**src/common/opl_pkg.sv**
```systemverilog
// Shared definitions for the FM register front end.
// Widths, register map constants, update kinds and the slot layout rule.
// Import with a wildcard in the module header.

package opl_pkg;

    typedef logic [7:0] reg_addr_t;
    typedef logic [7:0] reg_data_t;
    typedef logic [4:0] slot_t;
    typedef logic [3:0] chan_t;
    typedef logic [9:0] fnum_t;
    typedef logic [2:0] block_t;
    typedef logic [3:0] rate_t;
    typedef logic [5:0] tl_t;
    typedef logic [7:0] timer_val_t;

    localparam int SLOT_COUNT = 18;
    localparam int CHAN_COUNT = 9;

    // global control registers
    localparam reg_addr_t REG_CLKA   = 8'h02;
    localparam reg_addr_t REG_CLKB   = 8'h03;
    localparam reg_addr_t REG_TIMER  = 8'h04;
    localparam reg_addr_t REG_MODE   = 8'h05;
    localparam reg_addr_t REG_GLOBAL = 8'hBD;

    typedef enum logic [3:0] {
        UPD_NONE,
        UPD_MULT,
        UPD_KSL_TL,
        UPD_AR_DR,
        UPD_SL_RR,
        UPD_WAV,
        UPD_FNUM_LO,
        UPD_FNUM_HI,
        UPD_FB_CON
    } upd_kind_t;

    // slot index of an operator register offset
    function automatic slot_t op_slot(input logic [1:0] group, input logic [2:0] sub);
        return slot_t'(5'(group) * 5'd6 + 5'(sub));
    endfunction

    // channel that owns a slot, sub 0..2 op1 and 3..5 op2
    function automatic chan_t slot_chan(input slot_t slot);
        logic [1:0] group;
        logic [2:0] sub;
        group = 2'(slot / 5'd6);
        sub   = 3'(slot % 5'd6);
        if (sub >= 3'd3)
            sub = sub - 3'd3;
        return chan_t'(4'(group) * 4'd3 + 4'(sub));
    endfunction

endpackage

```
**src/common/opl_ifs.sv**
```systemverilog
// Internal links between the register decoder and its consumers.
// opl_wr_if carries one-clock parameter updates to the slot storage,
// opl_tmr_if carries timer presets and control levels to the timers.
`timescale 1ns/1ps

interface opl_wr_if
    import opl_pkg::*;
();
    upd_kind_t kind;
    slot_t     slot;
    chan_t     chan;
    reg_data_t data;
    logic      wave_mode;

    modport decode (output kind, output slot, output chan, output data, output wave_mode);
    modport regs   (input kind, input slot, input chan, input data, input wave_mode);
endinterface

interface opl_tmr_if
    import opl_pkg::*;
();
    timer_val_t value_a;
    timer_val_t value_b;
    logic       load_a;
    logic       load_b;
    logic       mask_a;
    logic       mask_b;
    // one clock wide
    logic       clr_flags;

    modport decode (output value_a, value_b, load_a, load_b, mask_a, mask_b, clr_flags);
    modport timer  (input value_a, value_b, load_a, load_b, mask_a, mask_b, clr_flags);
endinterface

```
**src/mmr/opl_mmr_decode.sv**
```systemverilog
// APB slave for the two-port register interface.
// Address port writes select a register, data port writes are decoded into
// operator/channel updates or global and timer control. Reads return status.
`timescale 1ns/1ps

module opl_mmr_decode
    import opl_pkg::*;
#(
    parameter int OPL_TYPE = 2
) (
    input  logic       clk,
    input  logic       rst,
    input  logic       psel,
    input  logic       penable,
    input  logic       pwrite,
    input  logic [2:0] paddr,
    input  reg_data_t  pwdata,
    output reg_data_t  prdata,
    output logic       pready,
    output logic       pslverr,
    input  logic       irq,
    input  logic       flag_a,
    input  logic       flag_b,
    opl_wr_if.decode   wr,
    opl_tmr_if.decode  tmr
);
    reg_addr_t sel_reg;
    logic      wave_mode;
    logic      wr_access;
    logic      op_ok;
    logic      ch_ok;
    upd_kind_t kind_nxt;
    slot_t     slot_nxt;
    chan_t     chan_nxt;

    // zero wait states, no error responses
    assign pready  = 1'b1;
    assign pslverr = 1'b0;
    assign prdata  = {irq, flag_a, flag_b, 5'd0};

    assign wr_access    = psel && penable && pwrite;
    assign wr.wave_mode = wave_mode;

    // operator offsets: group in [4:3], sub in [2:0]
    assign op_ok = (sel_reg[2:0] <= 3'd5) && (sel_reg[4:3] != 2'd3);
    assign ch_ok = sel_reg[3:0] <= 4'd8;

    always_comb begin
        kind_nxt = UPD_NONE;
        slot_nxt = op_slot(sel_reg[4:3], sel_reg[2:0]);
        chan_nxt = chan_t'(sel_reg[3:0]);
        if (op_ok) begin
            case (sel_reg[7:5])
                3'd1: kind_nxt = UPD_MULT;
                3'd2: kind_nxt = UPD_KSL_TL;
                3'd3: kind_nxt = UPD_AR_DR;
                3'd4: kind_nxt = UPD_SL_RR;
                // waveform select only on OPL2 with mode bit 5 set
                3'd7: if (OPL_TYPE != 1 && wave_mode) kind_nxt = UPD_WAV;
                default: ;
            endcase
        end
        // 0xBD has low nibble D, so it never lands here
        if (ch_ok) begin
            case (sel_reg[7:4])
                4'hA: kind_nxt = UPD_FNUM_LO;
                4'hB: kind_nxt = UPD_FNUM_HI;
                4'hC: kind_nxt = UPD_FB_CON;
                default: ;
            endcase
        end
    end

    always_ff @(posedge clk) begin
        if (rst) begin
            sel_reg       <= '0;
            wave_mode     <= 1'b0;
            wr.kind       <= UPD_NONE;
            tmr.value_a   <= '0;
            tmr.value_b   <= '0;
            tmr.load_a    <= 1'b0;
            tmr.load_b    <= 1'b0;
            tmr.mask_a    <= 1'b0;
            tmr.mask_b    <= 1'b0;
            tmr.clr_flags <= 1'b0;
        end else begin
            // pulses last one clock
            wr.kind       <= UPD_NONE;
            tmr.clr_flags <= 1'b0;
            if (wr_access) begin
                if (!paddr[2]) begin
                    sel_reg <= pwdata;
                end else begin
                    wr.kind <= kind_nxt;
                    case (sel_reg)
                        REG_CLKA:   tmr.value_a <= pwdata;
                        REG_CLKB:   tmr.value_b <= pwdata;
                        REG_TIMER: begin
                            tmr.clr_flags <= pwdata[7];
                            tmr.mask_a    <= pwdata[6];
                            tmr.mask_b    <= pwdata[5];
                            tmr.load_b    <= pwdata[1];
                            tmr.load_a    <= pwdata[0];
                        end
                        REG_MODE:   wave_mode  <= pwdata[5];
                        default: ;
                    endcase
                end
            end
        end
    end

    // update payload, qualified by wr.kind
    always_ff @(posedge clk) begin
        if (wr_access && paddr[2]) begin
            wr.slot <= slot_nxt;
            wr.chan <= chan_nxt;
            wr.data <= pwdata;
        end
    end

endmodule

```
**src/mmr/opl_slot_regs.sv**
```systemverilog
// Operator and channel parameter storage with slot sequencer.
// Updates from the decoder write the arrays; each cen step moves to the next
// slot and registers its operator fields and its channel's fields together.
`timescale 1ns/1ps

module opl_slot_regs
    import opl_pkg::*;
(
    input  logic       clk,
    input  logic       rst,
    input  logic       cen,
    opl_wr_if.regs     wr,
    output slot_t      slot,
    output logic [3:0] mul,
    output tl_t        tl,
    output logic [1:0] ksl,
    output rate_t      ar,
    output rate_t      dr,
    output rate_t      sl,
    output rate_t      rr,
    output logic [1:0] wavsel,
    output fnum_t      fnum,
    output block_t     block,
    output logic       keyon,
    output logic [2:0] fb,
    output logic       con
);
    // per slot
    logic [3:0] mul_m    [SLOT_COUNT];
    tl_t        tl_m     [SLOT_COUNT];
    logic [1:0] ksl_m    [SLOT_COUNT];
    rate_t      ar_m     [SLOT_COUNT];
    rate_t      dr_m     [SLOT_COUNT];
    rate_t      sl_m     [SLOT_COUNT];
    rate_t      rr_m     [SLOT_COUNT];
    logic [1:0] wav_m    [SLOT_COUNT];
    // per channel
    fnum_t      fnum_m   [CHAN_COUNT];
    block_t     block_m  [CHAN_COUNT];
    logic       keyon_m  [CHAN_COUNT];
    logic [2:0] fb_m     [CHAN_COUNT];
    logic       con_m    [CHAN_COUNT];

    slot_t slot_nxt;
    chan_t chan_nxt;

    assign slot_nxt = (slot == slot_t'(SLOT_COUNT - 1)) ? '0 : slot + 1'b1;
    assign chan_nxt = slot_chan(slot_nxt);

    always_ff @(posedge clk) begin
        if (rst) begin
            for (int i = 0; i < SLOT_COUNT; i++) begin
                mul_m[i] <= '0;
                tl_m[i]  <= '0;
                ksl_m[i] <= '0;
                ar_m[i]  <= '0;
                dr_m[i]  <= '0;
                sl_m[i]  <= '0;
                rr_m[i]  <= '0;
                wav_m[i] <= '0;
            end
            for (int i = 0; i < CHAN_COUNT; i++) begin
                fnum_m[i]  <= '0;
                block_m[i] <= '0;
                keyon_m[i] <= 1'b0;
                fb_m[i]    <= '0;
                con_m[i]   <= 1'b0;
            end
        end else begin
            case (wr.kind)
                UPD_MULT:   mul_m[wr.slot] <= wr.data[3:0];
                UPD_KSL_TL: {ksl_m[wr.slot], tl_m[wr.slot]} <= wr.data;
                UPD_AR_DR:  {ar_m[wr.slot], dr_m[wr.slot]} <= wr.data;
                UPD_SL_RR:  {sl_m[wr.slot], rr_m[wr.slot]} <= wr.data;
                UPD_WAV:    if (wr.wave_mode) wav_m[wr.slot] <= wr.data[1:0];
                UPD_FNUM_LO: fnum_m[wr.chan][7:0] <= wr.data;
                // keyon, block and the two fnum msbs
                UPD_FNUM_HI: begin
                    keyon_m[wr.chan]     <= wr.data[5];
                    block_m[wr.chan]     <= wr.data[4:2];
                    fnum_m[wr.chan][9:8] <= wr.data[1:0];
                end
                UPD_FB_CON: {fb_m[wr.chan], con_m[wr.chan]} <= wr.data[3:0];
                default: ;
            endcase
        end
    end

    // slot readout, all fields change on the same cen edge
    always_ff @(posedge clk) begin
        if (rst) begin
            slot   <= '0;
            mul    <= '0;
            tl     <= '0;
            ksl    <= '0;
            ar     <= '0;
            dr     <= '0;
            sl     <= '0;
            rr     <= '0;
            wavsel <= '0;
            fnum   <= '0;
            block  <= '0;
            keyon  <= 1'b0;
            fb     <= '0;
            con    <= 1'b0;
        end else if (cen) begin
            slot   <= slot_nxt;
            mul    <= mul_m[slot_nxt];
            tl     <= tl_m[slot_nxt];
            ksl    <= ksl_m[slot_nxt];
            ar     <= ar_m[slot_nxt];
            dr     <= dr_m[slot_nxt];
            sl     <= sl_m[slot_nxt];
            rr     <= rr_m[slot_nxt];
            wavsel <= wav_m[slot_nxt];
            fnum   <= fnum_m[chan_nxt];
            block  <= block_m[chan_nxt];
            keyon  <= keyon_m[chan_nxt];
            fb     <= fb_m[chan_nxt];
            con    <= con_m[chan_nxt];
        end
    end

endmodule

```
**src/design/opl_timers.sv**
```systemverilog
// Programmable timers A and B.
// A loaded timer counts up from its preset once every DIV cen pulses and
// sets its flag on the tick after 255, reloading the preset. irq is the OR.
`timescale 1ns/1ps

module opl_timers
    import opl_pkg::*;
#(
    parameter int TIMER_A_DIV = 2,
    parameter int TIMER_B_DIV = 8
) (
    input  logic       clk,
    input  logic       rst,
    input  logic       cen,
    opl_tmr_if.timer   tmr,
    output logic       flag_a,
    output logic       flag_b,
    output logic       irq
);
    timer_val_t preset [2];
    logic [1:0] load;
    logic [1:0] mask;

    assign preset[0] = tmr.value_a;
    assign preset[1] = tmr.value_b;
    assign load      = {tmr.load_b, tmr.load_a};
    assign mask      = {tmr.mask_b, tmr.mask_a};

    for (genvar i = 0; i < 2; i++) begin : g_timer
        localparam int DIV = (i == 0) ? TIMER_A_DIV : TIMER_B_DIV;
        localparam int PW  = (DIV > 1) ? $clog2(DIV) : 1;

        logic [PW-1:0] pre;
        timer_val_t    cnt;
        logic          tick;
        logic          flag;

        // prescaler wraps after DIV cen pulses
        assign tick = cen && (pre == PW'(DIV - 1));

        always_ff @(posedge clk) begin
            if (rst) begin
                pre  <= '0;
                cnt  <= '0;
                flag <= 1'b0;
            end else begin
                if (!load[i]) begin
                    // stopped, hold the preset
                    pre <= '0;
                    cnt <= preset[i];
                end else if (cen) begin
                    pre <= tick ? '0 : pre + 1'b1;
                    if (tick)
                        cnt <= (cnt == 8'hFF) ? preset[i] : cnt + 1'b1;
                end
                if (tmr.clr_flags)
                    flag <= 1'b0;
                else if (load[i] && tick && cnt == 8'hFF && !mask[i])
                    flag <= 1'b1;
            end
        end
    end

    assign flag_a = g_timer[0].flag;
    assign flag_b = g_timer[1].flag;
    assign irq    = flag_a || flag_b;

endmodule

```
**src/design/opl_top.sv**
```systemverilog
// Register front end of a two-operator FM sound chip.
// Host access over APB (address port at 0, data port at 4), slot parameter
// readout stepped by cen, and timers A/B with interrupt.
`timescale 1ns/1ps

module opl_top
    import opl_pkg::*;
#(
    parameter int OPL_TYPE    = 2,
    parameter int TIMER_A_DIV = 2,
    parameter int TIMER_B_DIV = 8
) (
    input  logic       clk,
    input  logic       rst,
    input  logic       cen,
    // APB slave
    input  logic       psel,
    input  logic       penable,
    input  logic       pwrite,
    input  logic [2:0] paddr,
    input  reg_data_t  pwdata,
    output reg_data_t  prdata,
    output logic       pready,
    output logic       pslverr,
    // current slot parameters
    output slot_t      slot,
    output logic [3:0] mul,
    output tl_t        tl,
    output logic [1:0] ksl,
    output rate_t      ar,
    output rate_t      dr,
    output rate_t      sl,
    output rate_t      rr,
    output logic [1:0] wavsel,
    output fnum_t      fnum,
    output block_t     block,
    output logic       keyon,
    output logic [2:0] fb,
    output logic       con,
    output logic       irq
);
    logic flag_a;
    logic flag_b;

    opl_wr_if  wr_if ();
    opl_tmr_if tmr_if ();

    opl_mmr_decode #(.OPL_TYPE(OPL_TYPE)) u_decode (
        .clk     (clk),
        .rst     (rst),
        .psel    (psel),
        .penable (penable),
        .pwrite  (pwrite),
        .paddr   (paddr),
        .pwdata  (pwdata),
        .prdata  (prdata),
        .pready  (pready),
        .pslverr (pslverr),
        .irq     (irq),
        .flag_a  (flag_a),
        .flag_b  (flag_b),
        .wr      (wr_if.decode),
        .tmr     (tmr_if.decode)
    );

    opl_slot_regs u_regs (
        .clk    (clk),
        .rst    (rst),
        .cen    (cen),
        .wr     (wr_if.regs),
        .slot   (slot),
        .mul    (mul),
        .tl     (tl),
        .ksl    (ksl),
        .ar     (ar),
        .dr     (dr),
        .sl     (sl),
        .rr     (rr),
        .wavsel (wavsel),
        .fnum   (fnum),
        .block  (block),
        .keyon  (keyon),
        .fb     (fb),
        .con    (con)
    );

    opl_timers #(
        .TIMER_A_DIV (TIMER_A_DIV),
        .TIMER_B_DIV (TIMER_B_DIV)
    ) u_timers (
        .clk    (clk),
        .rst    (rst),
        .cen    (cen),
        .tmr    (tmr_if.timer),
        .flag_a (flag_a),
        .flag_b (flag_b),
        .irq    (irq)
    );

endmodule

```
**config.mk**
```make
export PLATFORM = sky130hd
export DESIGN_NAME = opl_top
export DESIGN_NICKNAME = d
export VERILOG_FILES = /design/src/common/opl_pkg.sv /design/src/common/opl_ifs.sv /design/src/mmr/opl_mmr_decode.sv /design/src/mmr/opl_slot_regs.sv /design/src/design/opl_timers.sv /design/src/design/opl_top.sv
export SDC_FILE = /design/constraint.sdc
export NUM_CORES = 2
export LEC_CHECK = 0
export BUFFER_PORTS_ARGS = -buffer_cell sky130_fd_sc_hd__buf_2
export CORE_ASPECT_RATIO = 0.6
export CORE_MARGIN = 2
export CORE_UTILIZATION = 57
export DETAILED_ROUTE_END_ITERATION = 7
export PLACE_DENSITY = 0.76
export SYNTH_ARGS = -nofsm -noshare
export SYNTH_HDL_FRONTEND = slang
export SYNTH_SLANG_ARGS = --single-unit
```
**constraint.sdc**
```tcl
create_clock -name clk -period 7.49 [get_ports clk]
set_input_delay 0.749 -clock clk [delete_from_list [all_inputs] [get_ports clk]]
set_output_delay 0.749 -clock clk [all_outputs]
set_load 0.05 [all_outputs]
```
# After elaboration in Yosys (flattened, before gate mapping)
# Memory sizes are Yosys's and may differ from the RTL's. A register that Yosys moved wholly into a read port is not among the register bits.
# Cells that the tools add are included.
totals:
  regBits: 574
  ram_bits: 234
  in_bits: 17
  out_inout_bits: 64
  wordCells: 341
  mem_count: 5
memory_table:
  columns: ["name", "depth", "word_bits", "read_ports", "rd_clocked_by_memory_dff", "write_ports", "line", "rtl"]
  rows:
  - ["u_regs.fnum_m", 9, 10, 1, 1, 9, "opl_slot_regs.sv:38", "fnum_t fnum_m [CHAN_COUNT];"]
  - ["u_regs.mul_m", 18, 4, 1, 1, 18, "opl_slot_regs.sv:29", "logic [3:0] mul_m [SLOT_COUNT];"]
  - ["u_regs.wav_m", 18, 2, 1, 1, 18, "opl_slot_regs.sv:36", "logic [1:0] wav_m [SLOT_COUNT];"]
  - ["u_regs.block_m", 9, 3, 1, 1, 9, "opl_slot_regs.sv:39", "block_t block_m [CHAN_COUNT];"]
  - ["u_regs.keyon_m", 9, 1, 1, 1, 9, "opl_slot_regs.sv:40", "logic keyon_m [CHAN_COUNT];"]
classes:
  add_sub_neg: 8
  n_mul: 2
  div: 2
  order_cmp: 9
  n_eq_ne: 29
  muxes: 89
  n_bitwise: 9
  n_reduce_logical: 34
op_table:
  columns: ["op", "n"]
  rows:
  - ["$bwmux W72", 4]
  - ["$bwmux W108", 1]
  - ["$bmux W4 S5", 4]
  - ["$mux W8", 8]
  - ["$mux W4", 15]
  - ["$bwmux W36", 1]
  - ["$bmux W6 S5", 1]
  - ["$demux W6 S5", 1]
  - ["$bwmux W27", 1]
  - ["$mux W1", 24]
  - ["$mux W3", 7]
  - ["$demux W4 S5", 1]
  - ["$pmux W4 S5", 1]
  - ["$mux W6", 3]
  - ["$add A8 B1 Y8 const B", 2]
  - ["$eq A4 B3 Y1 const B", 4]
  - ["$eq A4 B4 Y1 const B", 4]
  - ["$eq A8 B2 Y1 const B", 2]
  - ["$eq A8 B3 Y1 const B", 2]
  - ["$eq A8 B8 Y1 const B", 2]
  - ["$mux W5", 3]
  - ["$logic_and A1 B1 Y1", 14]
  - ["$bmux W3 S4", 1]
  - ["$demux W3 S4", 1]
  - ["44 further kinds", 75]

# Depth between registers and ports, before layout
depth:
  ltp_word: 10
  depth_mapped: 35
  mapped_depth_nobuf: 32

# Cells and area by module
# From an unflattened synthesis, not the netlist that was laid out.
hier_totals:
  hier_cells: 4617
  area_unflattened_um2: 44352.5
modules_own_cells:
  columns: ["mod", "n_inst", "cells_each", "area_per_inst_um2", "seq_area_each_um2"]
  rows:
  - ["opl_slot_regs", 1, 4260, 40893.0, 22922.0]
  - ["opl_mmr_decode", 1, 193, 2147.1, 1161.1]
  - ["opl_timers", 1, 164, 1312.5, 440.4]

# Worst setup path before layout
# No wires, ideal clock.
synth_timing:
  kind: "flip-flop to flip-flop"
  startpoint: "register u_regs.slot[1]"
  endpoint: "register u_regs.fnum[3] (read register of u_regs.fnum_m)"
  setup_time_ns: 0.128
  arrival_ns: 7.921
  required_ns: 7.362
  setup_slack_ns: -0.559
  stages_incl_launch_ff: 35
  n_path_buf: 3
  synth_period_minus_slack_ns: 8.049
  cell_sequence: "dfxtp_1 > ha_1 > nand2_1 > mux2i_1 > or2_1 > clkbuf_1 > inv_1 > buf_1 > ha_1 > inv_1 > a211o_1 > and2_1 > inv_1 > ha_1 > nand2b_1 > o21ai_1 > ha_1 > nor2_1 > o21ai_2 > xnor2_1 > ha_1 > ha_1 > or3_1 > a2bb2oi_1 > a2bb2oi_1 > fa_1 > inv_1 > ha_1 > inv_1 > fa_1 > xor2_1 > buf_2 > mux4_2 > mux2i_1 > nor2_1"
synth_between:
  elab_chain_cells: 6
  word_cells_on_any_way: 10
  cone_classes: "3 x add/sub; 1 x mul; 2 x div; 1 x order compare; 1 x eq/ne; 2 x mux"
synth_rtl:
  columns: ["item", "line", "rtl"]
  rows:
  - ["start, declared", "opl_slot_regs.sv:13", "output slot_t slot,"]
  - ["start signal, assigned", "opl_slot_regs.sv:107", "slot <= slot_nxt;"]
  - ["$add A5 B1 Y5 / $eq A5 B5 Y1 (equally long branches)", "opl_slot_regs.sv:47", "assign slot_nxt = (slot == slot_t'(SLOT_COUNT - 1)) ? '0 : slot + 1'b1;"]
  - ["$mux W5 (*)", "opl_slot_regs.sv:47", null]
  - ["via u_regs.slot_nxt[4]", "opl_slot_regs.sv:44", "slot_t slot_nxt;"]
  - ["branches (longest 3 deep; another with $div A5 B3 Y5)", null, null]
  - ["$add A4 B3 Y4 (*)", "opl_pkg.sv:52", "return chan_t'(4'(group) * 4'd3 + 4'(sub));"]
  - ["end, declared", "opl_slot_regs.sv:22", "output fnum_t fnum,"]
# Mark *: on every way through the listed nets, which the timed path passes.
# A chain may end at the register's enable or synchronous reset.

# Worst setup path after layout
layout_timing:
  startpoint: "register u_regs.slot[0]"
  endpoint: "register u_regs.fnum[7] (read register of u_regs.fnum_m)"
layout_between:
  elab_chain_cells: 6
  word_cells_on_any_way: 10
  cone_classes: "3 x add/sub; 1 x mul; 2 x div; 1 x order compare; 1 x eq/ne; 2 x mux"
layout_rtl:
  columns: ["item", "line"]
  rows:
  - ["$add A5 B1 Y5 / $eq A5 B5 Y1 (equally long branches)", "opl_slot_regs.sv:47"]
  - ["$mux W5 (*)", "opl_slot_regs.sv:47"]
  - ["branches (longest 3 deep; another with $div A5 B3 Y5)", null]
  - ["$add A4 B3 Y4 (*)", "opl_pkg.sv:52"]
# Every way passes the cells marked *.

==> flow_metrics.py <==
metrics = {
    "route": {
        "dr_total_vias": 35846,
        "ant_nets": 0,
        "routed_wl_mm": 134.5,
        "drcViolationCount": 0,
        "first_pass_iters": 7,
        "wire_per_inst_um": 24.16,
        "via_per_inst": 6.438,
        "drtIter0Drc": 5743,
    },
    "sta": {
        "skew_ns": 0.03566,
        "worst_slew_pin_slew_ns": 1.302,
        "setup_viol": 0,
        "fmax_mhz": 141.2,
        "fin_crit_sh_pct": 94.55,
        "fin_crit_ns": 7.082,
        "finalHoldViolations": 0,
        "slew_viol_final": 0,
        "slew_headroom_pct": 13.19,
    },
    "floorplan": {
        "boundaryPins": 81,
        "design.core.area_mm2": 0.07593,
        "rows": 78,
        "chipHeight_um": 219.0,
        "fp.dieW_um": 362.3,
        "start_util_pct": 57.82,
        "design.die.area_mm2": 0.07932,
    },
    "pwr": {
        "max-vdd-ir-drop_mv": 0.1662,
        "leakagePower_nw": 16.35,
        "power_density_mw_per_mm2": 251.9,
    },
    "worst_setup_path": {
        "cp_num_buf_inv": 6,
        "crit_slowest_cell": "mux4_2",
        "end_kind": "flop",
        "cp_slowest_stage_delay_ns": 0.53,
        "required_ns": 8.03,
        "critPathArrivalTime_ns": 7.62,
        "crit_type": "reg2reg",
        "startpoint_type": "flop",
        "path_delay_family": "adder cells",
        "path_max_fanout": 19,
        "crit_top_cell": "ha_1",
    },
    "synthesis": {
        "synth_edf_count": 432,
        "ys_seq_area_share_pct": 55.86,
        "ys.flop_type": "dfxtp_1",
        "syn_avg_cell_area_um2": 9.560,
        "postSynth.asyncResetShare_pct": 0,
        "synth_warnings": 0,
        "synthDistinctLibCells": 72,
        "synthCells": 4592,
        "syn_area_mm2": 0.04390,
        "synth-seq-cells": 1009,
    },
    "worst_hold_path": {
        "hp-class": "in2reg",
    },
    "finish": {
        "nNetsFinal": 4526,
        "top_regs": "u_regs.fnum_m (160), u_regs.mul_m (128), u_regs.tl_m (108)",
        "fin_util_pct": 63.15,
        "area_growth_pct": 9.232,
        "final_area_mm2": 0.04795,
        "multiInputGateArea_mm2": 0.01806,
        "drive_above_1_share_pct": 9.509,
        "regArea_mm2": 0.02453,
        "top_register": "u_regs.fnum_m",
        "n_fill_cell": 6154,
        "largest_reg_flops": 160,
    },
    "clock_network": {
        "clk_latency_ns": 0.71,
        "tritoncts": "yes",
        "numCtsBuffers": 91,
        "clockRootBuffer": "clkbuf_16",
        "hold_buffers": 0,
        "htree_levels": 3,
        "clk_path_buf_depth": 3,
        "clk_pin_slew_worst_paths_ns": 0.06,
        "clock_sinks": 1009,
    },
    "grt": {
        "grt_pass1_wl_mm": 202.3,
        "antenna_found_initial": 5,
        "track_usage_pct": 33.50,
        "grt_overflow": 0,
        "grt_pass1_vias": 32873,
        "grt_max_degree": 235,
    },
    "run_status": {
        "status": "finished, final reports clean",
    },
    "place": {
        "gp_congestion": 0.9303,
        "dp_hpwl_mm": 83.02,
        "port_buffers": 71,
        "placed_cell_area_mm2": 0.04483,
    },
    "flow_run": {
        "drv_cap": 0,
    },
}
==> cell families after synthesis <==
family          after synthesis  synth area share (%)
simple gates               2010                 19.34
mux                         237                 7.687
other cells                   2               0.01711
buf+inv                     370                 3.409
compound gates              929                 12.69
fa+ha+maj                    22                0.6784
flops                      1009                 55.86
xor+xnor                     13                0.3078
==> cell type report <==
cell class | count | share of cell area [%]
Antenna cell | 4 | 0.02087
Clock buffer | 126 | 5.399
Clock inverter | 44 | 0.9681
Inverter | 29 | 0.2374
Multi-Input combinational cell | 3218 | 37.66
Sequential cell | 1009 | 51.15
Tap cell | 1000 | 2.609
Timing Repair Buffer | 138 | 1.962
==> cells in the mapped netlist (all sizes together) (8+ instances only) <==
library cell	count	area, µm²
nand2	1253	4703
dfxtp	577	11550
a21oi	520	2603
edfxtp	432	12970
nor2	356	1339
clkbuf	249	934.7
and2	153	957.2
mux2i	150	1505
buf	92	452.9
mux4	79	1779
o21ai	65	329.1
o221ai	64	560.5
a211oi	55	412.9
nand3	55	275.3
a31oi	53	331.6
o22ai	44	275.3
nor3	38	190.2
and3	36	226.5
a311oi	31	271.5
inv	29	108.9
or2	25	156.4
a21o	24	180.2
nor4	20	125.1
ha	19	237.7
o21bai	15	112.6
or3	14	87.58
nand2b	13	81.33
nor3b	12	90.09
nor2b	11	68.82
o2111ai	10	87.58
nand3b	9	67.56
o41ai	9	78.83
a22oi	8	65.06
mux2	8	90.09
xnor2	8	77.58
==> cells in the final DEF (no fill, tap or decap), drive strengths merged, types with 31 or more instances in the layout <==
cell / Yosys / layout
nand2: 1253 / 1253
dfxtp: 577 / 577
a21oi: 520 / 520
edfxtp: 432 / 432
nor2: 356 / 356
and2: 153 / 153
mux2i: 150 / 150
buf: 92 / 138
clkbuf: 249 / 126
mux4: 79 / 79
o21ai: 65 / 65
o221ai: 64 / 64
nand3: 55 / 55
a211oi: 55 / 55
a31oi: 53 / 53
o22ai: 44 / 44
nor3: 38 / 38
inv: 29 / 38
and3: 36 / 36
a311oi: 31 / 31
==> metrics by stage <==
step	setup WS [ns]	hold WS (ns)	std cells	setup TNS [ns]	total power, mW
after global routing	-0.003916	0.3257	5564	-0.007716	12.38
after floorplan	0.006029	0.3988	4597	0	6.947
after CTS	0.1310	0.2958	5563	0	12.06
after detailed placement	-0.05409	0.4341	5393	-0.1875	7.315
final	0.4081	0.3291	5568	0	12.08
after global placement	0.2142	0.4356	5393	0	7.282
==> power by group <==
part | switching [mW] | internal [mW] | leakage, nW
combinational | 0.884 | 0.526 | 5.90
clock | 2.20 | 2.63 | 1.49
sequential | 0.0499 | 5.79 | 8.97
total | 3.14 | 8.94 | 16.4
==> path summary, 6_finish.rpt <==
kind	startpoint	to	slack, ns	cells past startpoint
max reg2reg	u_regs.slot[0]	u_regs.fnum[7]	0.41	32
max	u_regs.slot[0]	u_regs.fnum[7]	0.41	32
min reg2reg	u_decode.tmr.clr_flags	u_timers.flag_a	0.45	1
min	pwdata[6]	u_decode.wr.data[6]	0.33	1
==> metal layers <==
layer / up-vias / wire (µm) / global-route usage (%)
met3: 309 / 20360 / 10.84
met5: - / 77 / 0.5515
met1: 17181 / 56150 / 50.05
li1: 15828 / - / -
met4: 8 / 4220 / 11.04
met2: 2520 / 53730 / 45.58
==> repair_timing <==
| item | in CTS | in global routing |
|---|---|---|
| pin swaps | 0 | 1 |
| gates resized for setup | 1 | 5 |
| endpoints found under the setup margin | 6 | 18 |
| cloned | 0 | 0 |
| buffers inserted | 0 | 1 |
| endpoints found under the hold margin | 0 | 0 |
Note: power is estimated with default switching activity, not from simulation.
